$ cat src/common/idu_defs.svh
`ifndef IDU_DEFS_SVH
`define IDU_DEFS_SVH

// Field widths of the RV32I encoding
`define ISA_WIDTH       32
`define INST_NUM_WIDTH  6
`define FUNCT7_WIDTH    7
`define FUNCT3_WIDTH    3
`define OPCODE_WIDTH    7

// Instruction numbers, zero is reserved for anything not decoded
`define inv     0
`define add     1
`define sub     2
`define sll     3
`define slt     4
`define sltu    5
`define ixor    6
`define srl     7
`define sra     8
`define ior     9
`define iand    10
`define slli    11
`define srli    12
`define srai    13
`define addi    14
`define slti    15
`define sltiu   16
`define xori    17
`define ori     18
`define andi    19
`define ebreak  20

// Major opcodes handled by the stage
`define OPC_OP      7'b0110011
`define OPC_OP_IMM  7'b0010011
`define OPC_SYSTEM  7'b1110011

// EBREAK only matches the complete word
`define INST_EBREAK 32'h00100073

// Table sizes for the funct7 lookups
`define SLLI_NUM_MAX    1
`define SRLI_NUM_MAX    2
`define ADD_NUM_MAX     2
`define SLL_NUM_MAX     1
`define SLT_NUM_MAX     1
`define SLTU_NUM_MAX    1
`define XOR_NUM_MAX     1
`define SRL_NUM_MAX     2
`define OR_NUM_MAX      1
`define AND_NUM_MAX     1

// Every funct3 value has an entry in the selection tables
`define FUNCT3_NUM_MAX  8

`endif
$ cat src/common/idu_pkg.sv
`default_nettype none

`include "idu_defs.svh"

package idu_pkg;

    // Raw instruction word as fetched
    typedef logic [`ISA_WIDTH-1:0] inst_t;

    // Compact code naming the decoded operation
    typedef logic [`INST_NUM_WIDTH-1:0] inst_num_t;

    // Instruction fields
    typedef logic [`FUNCT7_WIDTH-1:0] funct7_t;
    typedef logic [`FUNCT3_WIDTH-1:0] funct3_t;
    typedef logic [`OPCODE_WIDTH-1:0] opcode_t;

    // Four-phase req/ack controller
    // HS_DECODE is the single cycle in which the registered word is decoded
    typedef enum logic [1:0] {
        HS_IDLE,
        HS_DECODE,
        HS_ACK
    } hs_state_t;

endpackage

`default_nettype wire

$ cat src/common/idu_cand_if.sv
`timescale 1ns/1ps
`default_nettype none

interface idu_cand_if;

    // One candidate per (opcode, funct3) group, already resolved by funct7
    idu_pkg::inst_num_t slli_num;
    idu_pkg::inst_num_t srli_num;
    idu_pkg::inst_num_t add_num;
    idu_pkg::inst_num_t sll_num;
    idu_pkg::inst_num_t slt_num;
    idu_pkg::inst_num_t sltu_num;
    idu_pkg::inst_num_t xor_num;
    idu_pkg::inst_num_t srl_num;
    idu_pkg::inst_num_t or_num;
    idu_pkg::inst_num_t and_num;
    idu_pkg::inst_num_t ebreak_num;

    modport producer (
        output slli_num, srli_num, add_num, sll_num, slt_num, sltu_num,
               xor_num, srl_num, or_num, and_num, ebreak_num
    );

    modport consumer (
        input slli_num, srli_num, add_num, sll_num, slt_num, sltu_num,
              xor_num, srl_num, or_num, and_num, ebreak_num
    );

endinterface

`default_nettype wire

$ cat src/idu/idu_top.sv
`timescale 1ns/1ps
`default_nettype none

`include "idu_defs.svh"

module idu_top (
    input  logic                clk,
    input  logic                arst_n,
    input  idu_pkg::inst_t      inst,
    input  logic                inst_req,
    output logic                inst_ack,
    output idu_pkg::inst_num_t  inst_num
);

    idu_pkg::hs_state_t state;
    idu_pkg::hs_state_t state_nxt;
    idu_pkg::inst_t     inst_q;
    idu_pkg::inst_num_t dec_num;

    idu_cand_if cand_if ();

    idu_funct7 i_idu_funct7 (
        .inst(inst_q),
        .cand(cand_if)
    );

    idu_funct3_sel i_idu_funct3_sel (
        .inst    (inst_q),
        .cand    (cand_if),
        .inst_num(dec_num)
    );

    // Four-phase handshake, one instruction in flight
    always_comb begin
        state_nxt = state;
        case (state)
            idu_pkg::HS_IDLE: begin
                if (inst_req) begin
                    state_nxt = idu_pkg::HS_DECODE;
                end
            end
            idu_pkg::HS_DECODE: begin
                state_nxt = idu_pkg::HS_ACK;
            end
            idu_pkg::HS_ACK: begin
                // Stay here until the source releases req
                if (!inst_req) begin
                    state_nxt = idu_pkg::HS_IDLE;
                end
            end
            default: begin
                state_nxt = idu_pkg::HS_IDLE;
            end
        endcase
    end

    always_ff @(posedge clk or negedge arst_n) begin
        if (!arst_n) begin
            state <= idu_pkg::HS_IDLE;
        end else begin
            state <= state_nxt;
        end
    end

    // The source keeps inst stable while req is high, so one sample is enough
    always_ff @(posedge clk) begin
        if (state == idu_pkg::HS_IDLE && inst_req) begin
            inst_q <= inst;
        end
    end

    // Result is held until the next decode, so it stays stable under ack
    always_ff @(posedge clk or negedge arst_n) begin
        if (!arst_n) begin
            inst_num <= `INST_NUM_WIDTH'd`inv;
        end else if (state == idu_pkg::HS_DECODE) begin
            inst_num <= dec_num;
        end
    end

    assign inst_ack = (state == idu_pkg::HS_ACK);

endmodule

`default_nettype wire

$ cat src/idu/idu_funct3_sel.sv
`timescale 1ns/1ps
`default_nettype none

`include "idu_defs.svh"

module idu_funct3_sel (
    input  idu_pkg::inst_t      inst,
    idu_cand_if.consumer        cand,
    output idu_pkg::inst_num_t  inst_num
);

    localparam idu_pkg::inst_num_t INV_NUM = `INST_NUM_WIDTH'd`inv;

    idu_pkg::opcode_t   opcode;
    idu_pkg::funct3_t   funct3;
    idu_pkg::inst_num_t op_num;
    idu_pkg::inst_num_t op_imm_num;

    assign opcode = inst[6:0];
    assign funct3 = inst[14:12];

    idu_mux_key #(
        .NR_KEY(`FUNCT3_NUM_MAX), .KEY_LEN(`FUNCT3_WIDTH), .DATA_LEN(`INST_NUM_WIDTH)
    ) i_op (
        .key        (funct3),
        .default_out(INV_NUM),
        .lut        ({
                    `FUNCT3_WIDTH'b000, cand.add_num,
                    `FUNCT3_WIDTH'b001, cand.sll_num,
                    `FUNCT3_WIDTH'b010, cand.slt_num,
                    `FUNCT3_WIDTH'b011, cand.sltu_num,
                    `FUNCT3_WIDTH'b100, cand.xor_num,
                    `FUNCT3_WIDTH'b101, cand.srl_num,
                    `FUNCT3_WIDTH'b110, cand.or_num,
                    `FUNCT3_WIDTH'b111, cand.and_num
        }),
        .out        (op_num)
    );

    // Only the two shifts look at funct7, the rest come straight from funct3
    idu_mux_key #(
        .NR_KEY(`FUNCT3_NUM_MAX), .KEY_LEN(`FUNCT3_WIDTH), .DATA_LEN(`INST_NUM_WIDTH)
    ) i_op_imm (
        .key        (funct3),
        .default_out(INV_NUM),
        .lut        ({
                    `FUNCT3_WIDTH'b000, `INST_NUM_WIDTH'd`addi,
                    `FUNCT3_WIDTH'b001, cand.slli_num,
                    `FUNCT3_WIDTH'b010, `INST_NUM_WIDTH'd`slti,
                    `FUNCT3_WIDTH'b011, `INST_NUM_WIDTH'd`sltiu,
                    `FUNCT3_WIDTH'b100, `INST_NUM_WIDTH'd`xori,
                    `FUNCT3_WIDTH'b101, cand.srli_num,
                    `FUNCT3_WIDTH'b110, `INST_NUM_WIDTH'd`ori,
                    `FUNCT3_WIDTH'b111, `INST_NUM_WIDTH'd`andi
        }),
        .out        (op_imm_num)
    );

    always_comb begin
        case (opcode)
            `OPC_OP:     inst_num = op_num;
            `OPC_OP_IMM: inst_num = op_imm_num;
            // The candidate already compared the full word
            `OPC_SYSTEM: inst_num = cand.ebreak_num;
            default:     inst_num = INV_NUM;
        endcase
    end

endmodule

`default_nettype wire

$ cat src/idu/idu_funct7.sv
`timescale 1ns/1ps
`default_nettype none

`include "idu_defs.svh"

module idu_funct7 (
    input  idu_pkg::inst_t  inst,
    idu_cand_if.producer    cand
);

    localparam idu_pkg::funct7_t F7_BASE = 7'b0000000;
    localparam idu_pkg::funct7_t F7_ALT  = 7'b0100000;
    localparam idu_pkg::inst_num_t INV_NUM = `INST_NUM_WIDTH'd`inv;

    idu_pkg::funct7_t funct7;

    assign funct7 = inst[31:25];

    // Shift-immediates share the funct7 slot with the R-type groups
    idu_mux_key #(
        .NR_KEY(`SLLI_NUM_MAX), .KEY_LEN(`FUNCT7_WIDTH), .DATA_LEN(`INST_NUM_WIDTH)
    ) i_slli (
        .key        (funct7),
        .default_out(INV_NUM),
        .lut        ({F7_BASE, `INST_NUM_WIDTH'd`slli}),
        .out        (cand.slli_num)
    );

    idu_mux_key #(
        .NR_KEY(`SRLI_NUM_MAX), .KEY_LEN(`FUNCT7_WIDTH), .DATA_LEN(`INST_NUM_WIDTH)
    ) i_srli (
        .key        (funct7),
        .default_out(INV_NUM),
        .lut        ({F7_BASE, `INST_NUM_WIDTH'd`srli, F7_ALT, `INST_NUM_WIDTH'd`srai}),
        .out        (cand.srli_num)
    );

    idu_mux_key #(
        .NR_KEY(`ADD_NUM_MAX), .KEY_LEN(`FUNCT7_WIDTH), .DATA_LEN(`INST_NUM_WIDTH)
    ) i_add (
        .key        (funct7),
        .default_out(INV_NUM),
        .lut        ({F7_BASE, `INST_NUM_WIDTH'd`add, F7_ALT, `INST_NUM_WIDTH'd`sub}),
        .out        (cand.add_num)
    );

    idu_mux_key #(
        .NR_KEY(`SLL_NUM_MAX), .KEY_LEN(`FUNCT7_WIDTH), .DATA_LEN(`INST_NUM_WIDTH)
    ) i_sll (
        .key        (funct7),
        .default_out(INV_NUM),
        .lut        ({F7_BASE, `INST_NUM_WIDTH'd`sll}),
        .out        (cand.sll_num)
    );

    idu_mux_key #(
        .NR_KEY(`SLT_NUM_MAX), .KEY_LEN(`FUNCT7_WIDTH), .DATA_LEN(`INST_NUM_WIDTH)
    ) i_slt (
        .key        (funct7),
        .default_out(INV_NUM),
        .lut        ({F7_BASE, `INST_NUM_WIDTH'd`slt}),
        .out        (cand.slt_num)
    );

    idu_mux_key #(
        .NR_KEY(`SLTU_NUM_MAX), .KEY_LEN(`FUNCT7_WIDTH), .DATA_LEN(`INST_NUM_WIDTH)
    ) i_sltu (
        .key        (funct7),
        .default_out(INV_NUM),
        .lut        ({F7_BASE, `INST_NUM_WIDTH'd`sltu}),
        .out        (cand.sltu_num)
    );

    idu_mux_key #(
        .NR_KEY(`XOR_NUM_MAX), .KEY_LEN(`FUNCT7_WIDTH), .DATA_LEN(`INST_NUM_WIDTH)
    ) i_xor (
        .key        (funct7),
        .default_out(INV_NUM),
        .lut        ({F7_BASE, `INST_NUM_WIDTH'd`ixor}),
        .out        (cand.xor_num)
    );

    idu_mux_key #(
        .NR_KEY(`SRL_NUM_MAX), .KEY_LEN(`FUNCT7_WIDTH), .DATA_LEN(`INST_NUM_WIDTH)
    ) i_srl (
        .key        (funct7),
        .default_out(INV_NUM),
        .lut        ({F7_BASE, `INST_NUM_WIDTH'd`srl, F7_ALT, `INST_NUM_WIDTH'd`sra}),
        .out        (cand.srl_num)
    );

    idu_mux_key #(
        .NR_KEY(`OR_NUM_MAX), .KEY_LEN(`FUNCT7_WIDTH), .DATA_LEN(`INST_NUM_WIDTH)
    ) i_or (
        .key        (funct7),
        .default_out(INV_NUM),
        .lut        ({F7_BASE, `INST_NUM_WIDTH'd`ior}),
        .out        (cand.or_num)
    );

    idu_mux_key #(
        .NR_KEY(`AND_NUM_MAX), .KEY_LEN(`FUNCT7_WIDTH), .DATA_LEN(`INST_NUM_WIDTH)
    ) i_and (
        .key        (funct7),
        .default_out(INV_NUM),
        .lut        ({F7_BASE, `INST_NUM_WIDTH'd`iand}),
        .out        (cand.and_num)
    );

    // ECALL and the other SYSTEM words differ from EBREAK outside funct7
    assign cand.ebreak_num = (inst == `INST_EBREAK) ? `INST_NUM_WIDTH'd`ebreak : INV_NUM;

endmodule

`default_nettype wire

$ cat src/idu/idu_mux_key.sv
`timescale 1ns/1ps
`default_nettype none

module idu_mux_key #(
    parameter int NR_KEY   = 2,
    parameter int KEY_LEN  = 1,
    parameter int DATA_LEN = 1
) (
    input  logic [KEY_LEN-1:0]                    key,
    input  logic [DATA_LEN-1:0]                   default_out,
    input  logic [NR_KEY*(KEY_LEN+DATA_LEN)-1:0]  lut,
    output logic [DATA_LEN-1:0]                   out
);

    localparam int PAIR_LEN = KEY_LEN + DATA_LEN;

    // Each table entry is {key, data}, data in the low bits
    // Keys are expected to be unique, so entry order does not matter
    always_comb begin
        out = default_out;
        for (int i = 0; i < NR_KEY; i++) begin
            if (lut[i*PAIR_LEN+DATA_LEN +: KEY_LEN] == key) begin
                out = lut[i*PAIR_LEN +: DATA_LEN];
            end
        end
    end

endmodule

`default_nettype wire

$ cat config.mk
export PLATFORM = sky130hd
export DESIGN_NAME = idu_top
export DESIGN_NICKNAME = d
export VERILOG_FILES = /design/src/common/idu_pkg.sv /design/src/common/idu_cand_if.sv /design/src/idu/idu_top.sv /design/src/idu/idu_funct3_sel.sv /design/src/idu/idu_funct7.sv /design/src/idu/idu_mux_key.sv
export VERILOG_INCLUDE_DIRS = /design/src /design/src/common
export SDC_FILE = /design/constraint.sdc
export NUM_CORES = 1
export LEC_CHECK = 0
export ABC_AREA = 1
export ABC_CLOCK_PERIOD_IN_PS = 4200
export BUFFER_PORTS_ARGS = -buffer_cell sky130_fd_sc_hd__clkbuf_2
export CORE_ASPECT_RATIO = 0.9
export CORE_MARGIN = 4
export CORE_UTILIZATION = 45
export CTS_CLUSTER_DIAMETER = 200
export CTS_CLUSTER_SIZE = 30
export DETAILED_ROUTE_END_ITERATION = 8
export PLACE_DENSITY = 0.68
export SETUP_SLACK_MARGIN = 0.2
export SLEW_MARGIN = 10
export SYNTH_ARGS = -nofsm -noshare
export SYNTH_HDL_FRONTEND = slang
export SYNTH_SLANG_ARGS = --single-unit
export TNS_END_PERCENT = 20
$ cat constraint.sdc
create_clock -name clk -period 4.2 [get_ports clk]
set_input_delay 0.21 -clock clk [delete_from_list [all_inputs] [get_ports clk]]
set_output_delay 0.21 -clock clk [all_outputs]
set_load 0.05 [all_outputs]
Word-level counts from Yosys, hierarchy flattened. Index checks and enable logic that the tools add are counted.

Equal/unequal tests: 16. Reductions and logical operators: 5. Bitwise operators: 0. $add $sub $neg: 0. Mux-type cells: 34. Multipliers: 0. Magnitude comparators: 0. Shift operators: 0. Divide/modulo/power cells: 0.

Operators with widths (number): 6-bit 2-to-1 mux (17); 32-bit by 21-bit equality test with 1-bit output, second input constant (1); 4-bit 2-to-1 mux (6); 6-bit case mux with 3 select lines (1); 3-bit equality test, first input constant (4); 5-bit 2-to-1 mux (2); 3-bit 2-to-1 mux (3); 2-bit 2-to-1 mux (4); 6-bit by 7-bit equality test with 1-bit output, first input constant (1); 7-bit by 5-bit equality test with 1-bit output, second input constant (1); 7-bit by 6-bit equality test with 1-bit output, second input constant (1); 7-bit equality test, second input constant (1); 7-bit zero test (1); 2-bit by 3-bit equality test with 1-bit output, first input constant (2); 2-bit case mux with 3 select lines (1); 2-bit != test, second input constant (2); 1-bit by 3-bit equality test with 1-bit output, first input constant (1); 3-bit zero test (1); 2-bit by 1-bit equality test with 1-bit output, second input constant (1); 2-bit equality test, second input constant (1); 2-bit zero test (1); 2-bit AND reduction (1); 1-bit logical AND (1).

RAM bits: 0. Word-level logic and storage cells: 58. Flip-flop bits (word level): 40. Input bits: 35. Memory bits (read-only): 0. Latch bits: 0. Memories: 0.

Logic depth before layout (Yosys ltp).
Depth in word-level cells: 11. Gate-level depth with buffers: 9. Depth with buffers taken out: 9.

Modules after synthesis. A second synthesis with hierarchy kept.

Cell total of the unflattened synthesis: 1354. Area total of the unflattened synthesis: 7588.5 um2.

Modules (own cells, without submodules): idu_mux_key at i_idu_funct7.i_and ... (times used 7, cells each 72, sequential area each 0.0 um2, area an instance 315.3 um2); idu_mux_key at i_idu_funct3_sel.i_op ... (times used 2, cells each 205, sequential area each 0.0 um2, area an instance 1096.1 um2); idu_mux_key at i_idu_funct7.i_add ... (times used 3, cells each 97, sequential area each 0.0 um2, area an instance 503.0 um2); idu_top (times used 1, cells each 68, sequential area each 1161.1 um2, area an instance 1292.5 um2); idu_funct3_sel (times used 1, cells each 39, sequential area each 0.0 um2, area an instance 211.5 um2); idu_funct7 (times used 1, cells each 42, sequential area each 0.0 um2, area an instance 176.4 um2).

Least setup slack after synthesis. Ideal clock, no wire load.

Path kind: register to register. Start: register state[0]. End: register inst_q[0] (enable). Cell stages (with the launch flop): 2. Data arrival time: 2.801 ns. Slack: 0.932 ns. Library setup time: 0.468 ns. Path buffers: 0. Period minus slack after synthesis: 3.268 ns. Cell sequence: dfrtp_1 nor3b_1.

Cells in the longest elaborated chain, start to end: 2.

RTL lines: start, declared (RTL line idu_top.sv:15) `idu_pkg::hs_state_t state;`; start signal, assigned (RTL line idu_top.sv:59) `state <= idu_pkg::HS_IDLE;`; start signal, assigned (RTL line idu_top.sv:61) `state <= state_nxt;`; 2-bit zero test (RTL line idu_top.sv:67) `if (state == idu_pkg::HS_IDLE && inst_req) begin`; 1-bit logical AND (RTL line idu_top.sv:67); end signal, assigned (RTL line idu_top.sv:68) `inst_q <= inst;`; end, declared (RTL line idu_top.sv:17) `idu_pkg::inst_t inst_q;`.

Every way passes these cells. A chain may end at the register's enable or synchronous reset.

Worst setup path after layout.
Start: register state[1]. End: output inst_ack.

Cells in the longest elaborated chain, start to end: 1.

RTL lines: 2-bit equality test (RTL line idu_top.sv:81) `assign inst_ack = (state == idu_pkg::HS_ACK);`; end, declared (RTL line idu_top.sv:11) `output logic inst_ack,`.

Every way passes these cells.

==> results.py <==
metrics = {
    "synthesis": {
        "ys_ff_latch": 39,
        "syn_inst": 147,
        "synth.distinct_cells": 24,
        "synthTopCellsByArea": "edfxtp_1 57%, dfrtp_1 10%, nand2_1 8.5%",
        "synth_top_area_cell": "edfxtp_1",
        "syn-num-nets": 182,
        "syn_area_um2": 1680,
        "syn_area_per_cell_um2": 11.4,
        "yosys.area.top_type_share_pct": 57.3,
        "yosysWarningCount": 0,
        "seq_area_frac_synth_pct": 67.8,
    },
    "layout": {
        "area_delta_synth_final_pct": 22.5,
        "fill_cells": 304,
        "ff_latch_area_um2": 1140,
        "fin_nets": 230,
        "antenna_cells": 0,
        "layout_common_cells": "40 x clkbuf_2, 38 x nand2_1, 32 x edfxtp_1",
        "multi_input_area_um2": 489,
        "final_common_cell": "clkbuf_2",
        "final_layout_size_suffix_gt1_share_pct": 33.8,
    },
    "global_routing": {
        "track_usage_pct": 12.8,
        "grt_pass1_vias": 1105,
        "overflow": 0,
        "grt_max_degree": 33,
        "busiest_layer": "met2",
        "use_met2_pct": 20.7,
        "grt_pass1_wl_mm": 4.60,
        "antenna_found_initial": 0,
        "grt.met3_usage_pct": 4.86,
        "use_met1_pct": 14.6,
    },
    "place": {
        "hpwlAfterDp_mm": 2.04,
        "gp_congestion": 0.852,
        "portBuffers": 40,
    },
    "cts": {
        "path_clk_slew_ns": 0.07,
        "cts_buffer_depth": 2,
        "clock_latency_ns": 0.29,
        "cts_tree": "built",
        "cts_inserted_buffers": 5,
        "cts-root-buf": "clkbuf_8",
        "clock_sinks": 39,
        "postCtsSetupBuffers": 0,
        "cts.htree.levels": 2,
    },
    "job": {
        "cap_violations": 0,
    },
    "timing": {
        "max_freq_mhz": 725,
        "final.setup.tns_ns": 0,
        "finalMaxSlewViolations": 0,
        "rsz0062_at_grt": "no",
        "skew_ns": 0.00271,
        "final-setup-viol-count": 0,
        "fin_crit_ns": 1.38,
        "finalHoldViolations": 0,
        "fin_crit_sh_pct": 32.8,
    },
    "floorplanning": {
        "pin_count": 42,
        "core-area_um2": 3480,
        "num_rows": 20,
        "die_x_um": 72.3,
        "initial_utilization_pct": 48.2,
        "dieArea_um2": 4770,
        "die_height_um": 65.9,
    },
    "hold_path": {
        "min_path_type": "in -> reg",
        "min-delay-start": "inst[16]",
    },
    "status": {
        "status": "completed",
    },
    "critical_path": {
        "crit_path_start": "state[1]",
        "crit_path_start_kind": "flop",
        "path_max_fanout": 3,
        "r2r_start": "state[0]",
        "critPathRequiredTime_ns": 3.99,
        "cp.arrival_ns": 1.17,
        "critPathCaptureType": "primary output",
        "critPathKind": "reg -> out",
    },
    "routing": {
        "ant_nets": 0,
        "drt_pass1_iterations": 4,
        "wl_mm": 2.63,
        "drc": 0,
        "drt_iter0_drc": 49,
        "detail_route.vias_per_cell": 4.73,
        "vias": 1130,
        "routedWlPerCell_um": 11.0,
    },
    "pwr": {
        "totalPowerFinal_mw": 1.03,
        "power.density_nw_per_um2": 501,
        "p_leak_nw": 0.913,
        "peakVddDrop_uv": 226,
    },
}
-- report_power, final --
part / internal, mW / total [mW] / switching, mW
Combinational: 0.0517 / 0.179 / 0.128
Clock: 0.173 / 0.303 / 0.130
Sequential: 0.510 / 0.545 / 0.0353
Total: 0.735 / 1.03 / 0.293
-- synthesized netlist by cell type --
cell	count
nand2_2	5
inv_2	3
conb_1	1
buf_4	1
clkinv_1	1
nand4_1	4
o21ai_0	1
nor3_1	1
or2_0	1
a21oi_1	1
nor2_1	18
nand3_1	10
nor2_4	3
o21ai_1	2
inv_1	9
edfxtp_1	32
a211oi_4	1
o21bai_1	1
nand3_4	1
nor2_8	1
nor3b_1	2
nor2_2	3
dfrtp_1	7
nand2_1	38
-- state kept, by name, summed over array words and instances (netlist names) --
signal	count
state	2
inst_num	5
inst_q	32
-- final cells by class --
cell class,count,area share [%]
Sequential cell,39,55.3
Multi-Input combinational cell,94,23.8
Timing Repair Buffer,42,10.6
Clock buffer,5,3.35
Tap cell,44,2.68
Inverter,13,2.38
Clock inverter,2,1.83
-- worst max-delay path: stages (launching register included) --
cell and delay (ns):
dfrtp_1 0.39, inv_1 0.06, nor2_1 0.13, clkbuf_2 0.30
-- cells by family (layout without fill, tap and decap cells) --
family | Yosys count | after routing | synth area share, %
DFF | 39 | 39 | 67.8
other | 1 | 1 | 0.224
buffers and inverters | 14 | 62 | 3.36
AOI/OAI and AO/OA | 6 | 6 | 2.84
and+or+nand+nor | 87 | 87 | 25.8
-- repair_timing --
action	4_1_cts	5_1_grt
gates resized for setup	0	0
hold endpoints to repair	7	0
hold buffers	1	0
-- worst paths after layout --
| path | to | slack [ns] | cells past startpoint |
|---|---|---|---|
| max in group asynchronous | state[0] | 3.76 | 2 |
| worst min-delay path | inst_q[16] | 0.09 | 1 |
| min in group asynchronous | inst_num[2] | 0.28 | 2 |
| worst max register to register | inst_q[8] | 2.88 | 2 |
| worst min register to register | state[0] | 0.48 | 1 |
| worst max-delay path | inst_ack | 2.82 | 3 |
-- layer usage --
| layer | part of all wire, % | wire (um) |
|---|---|---|
| met1 | 42 | 1090 |
| met2 | 46 | 1220 |
| met3 | 10 | 263 |
| met4 | 2.2 | 59 |
| met5 | 0 | 0 |
-- stage by stage --
step                      setup WS [ns]  area, um2  instances  utilization [%]  hold slack (ns)
final                              2.82       2050        239             59.0           0.0868
after global routing               2.63       2050        239             59.0           0.0683
after CTS                          2.79       2050        239             59.0           0.0764
after detailed placement           2.89       1940        231             55.7           0.0604
after global placement             2.90       1940        231             55.7           0.0478
after floorplan                   0.932       1680        147                -          -0.0856
Power figures use the tool's default switching activity.
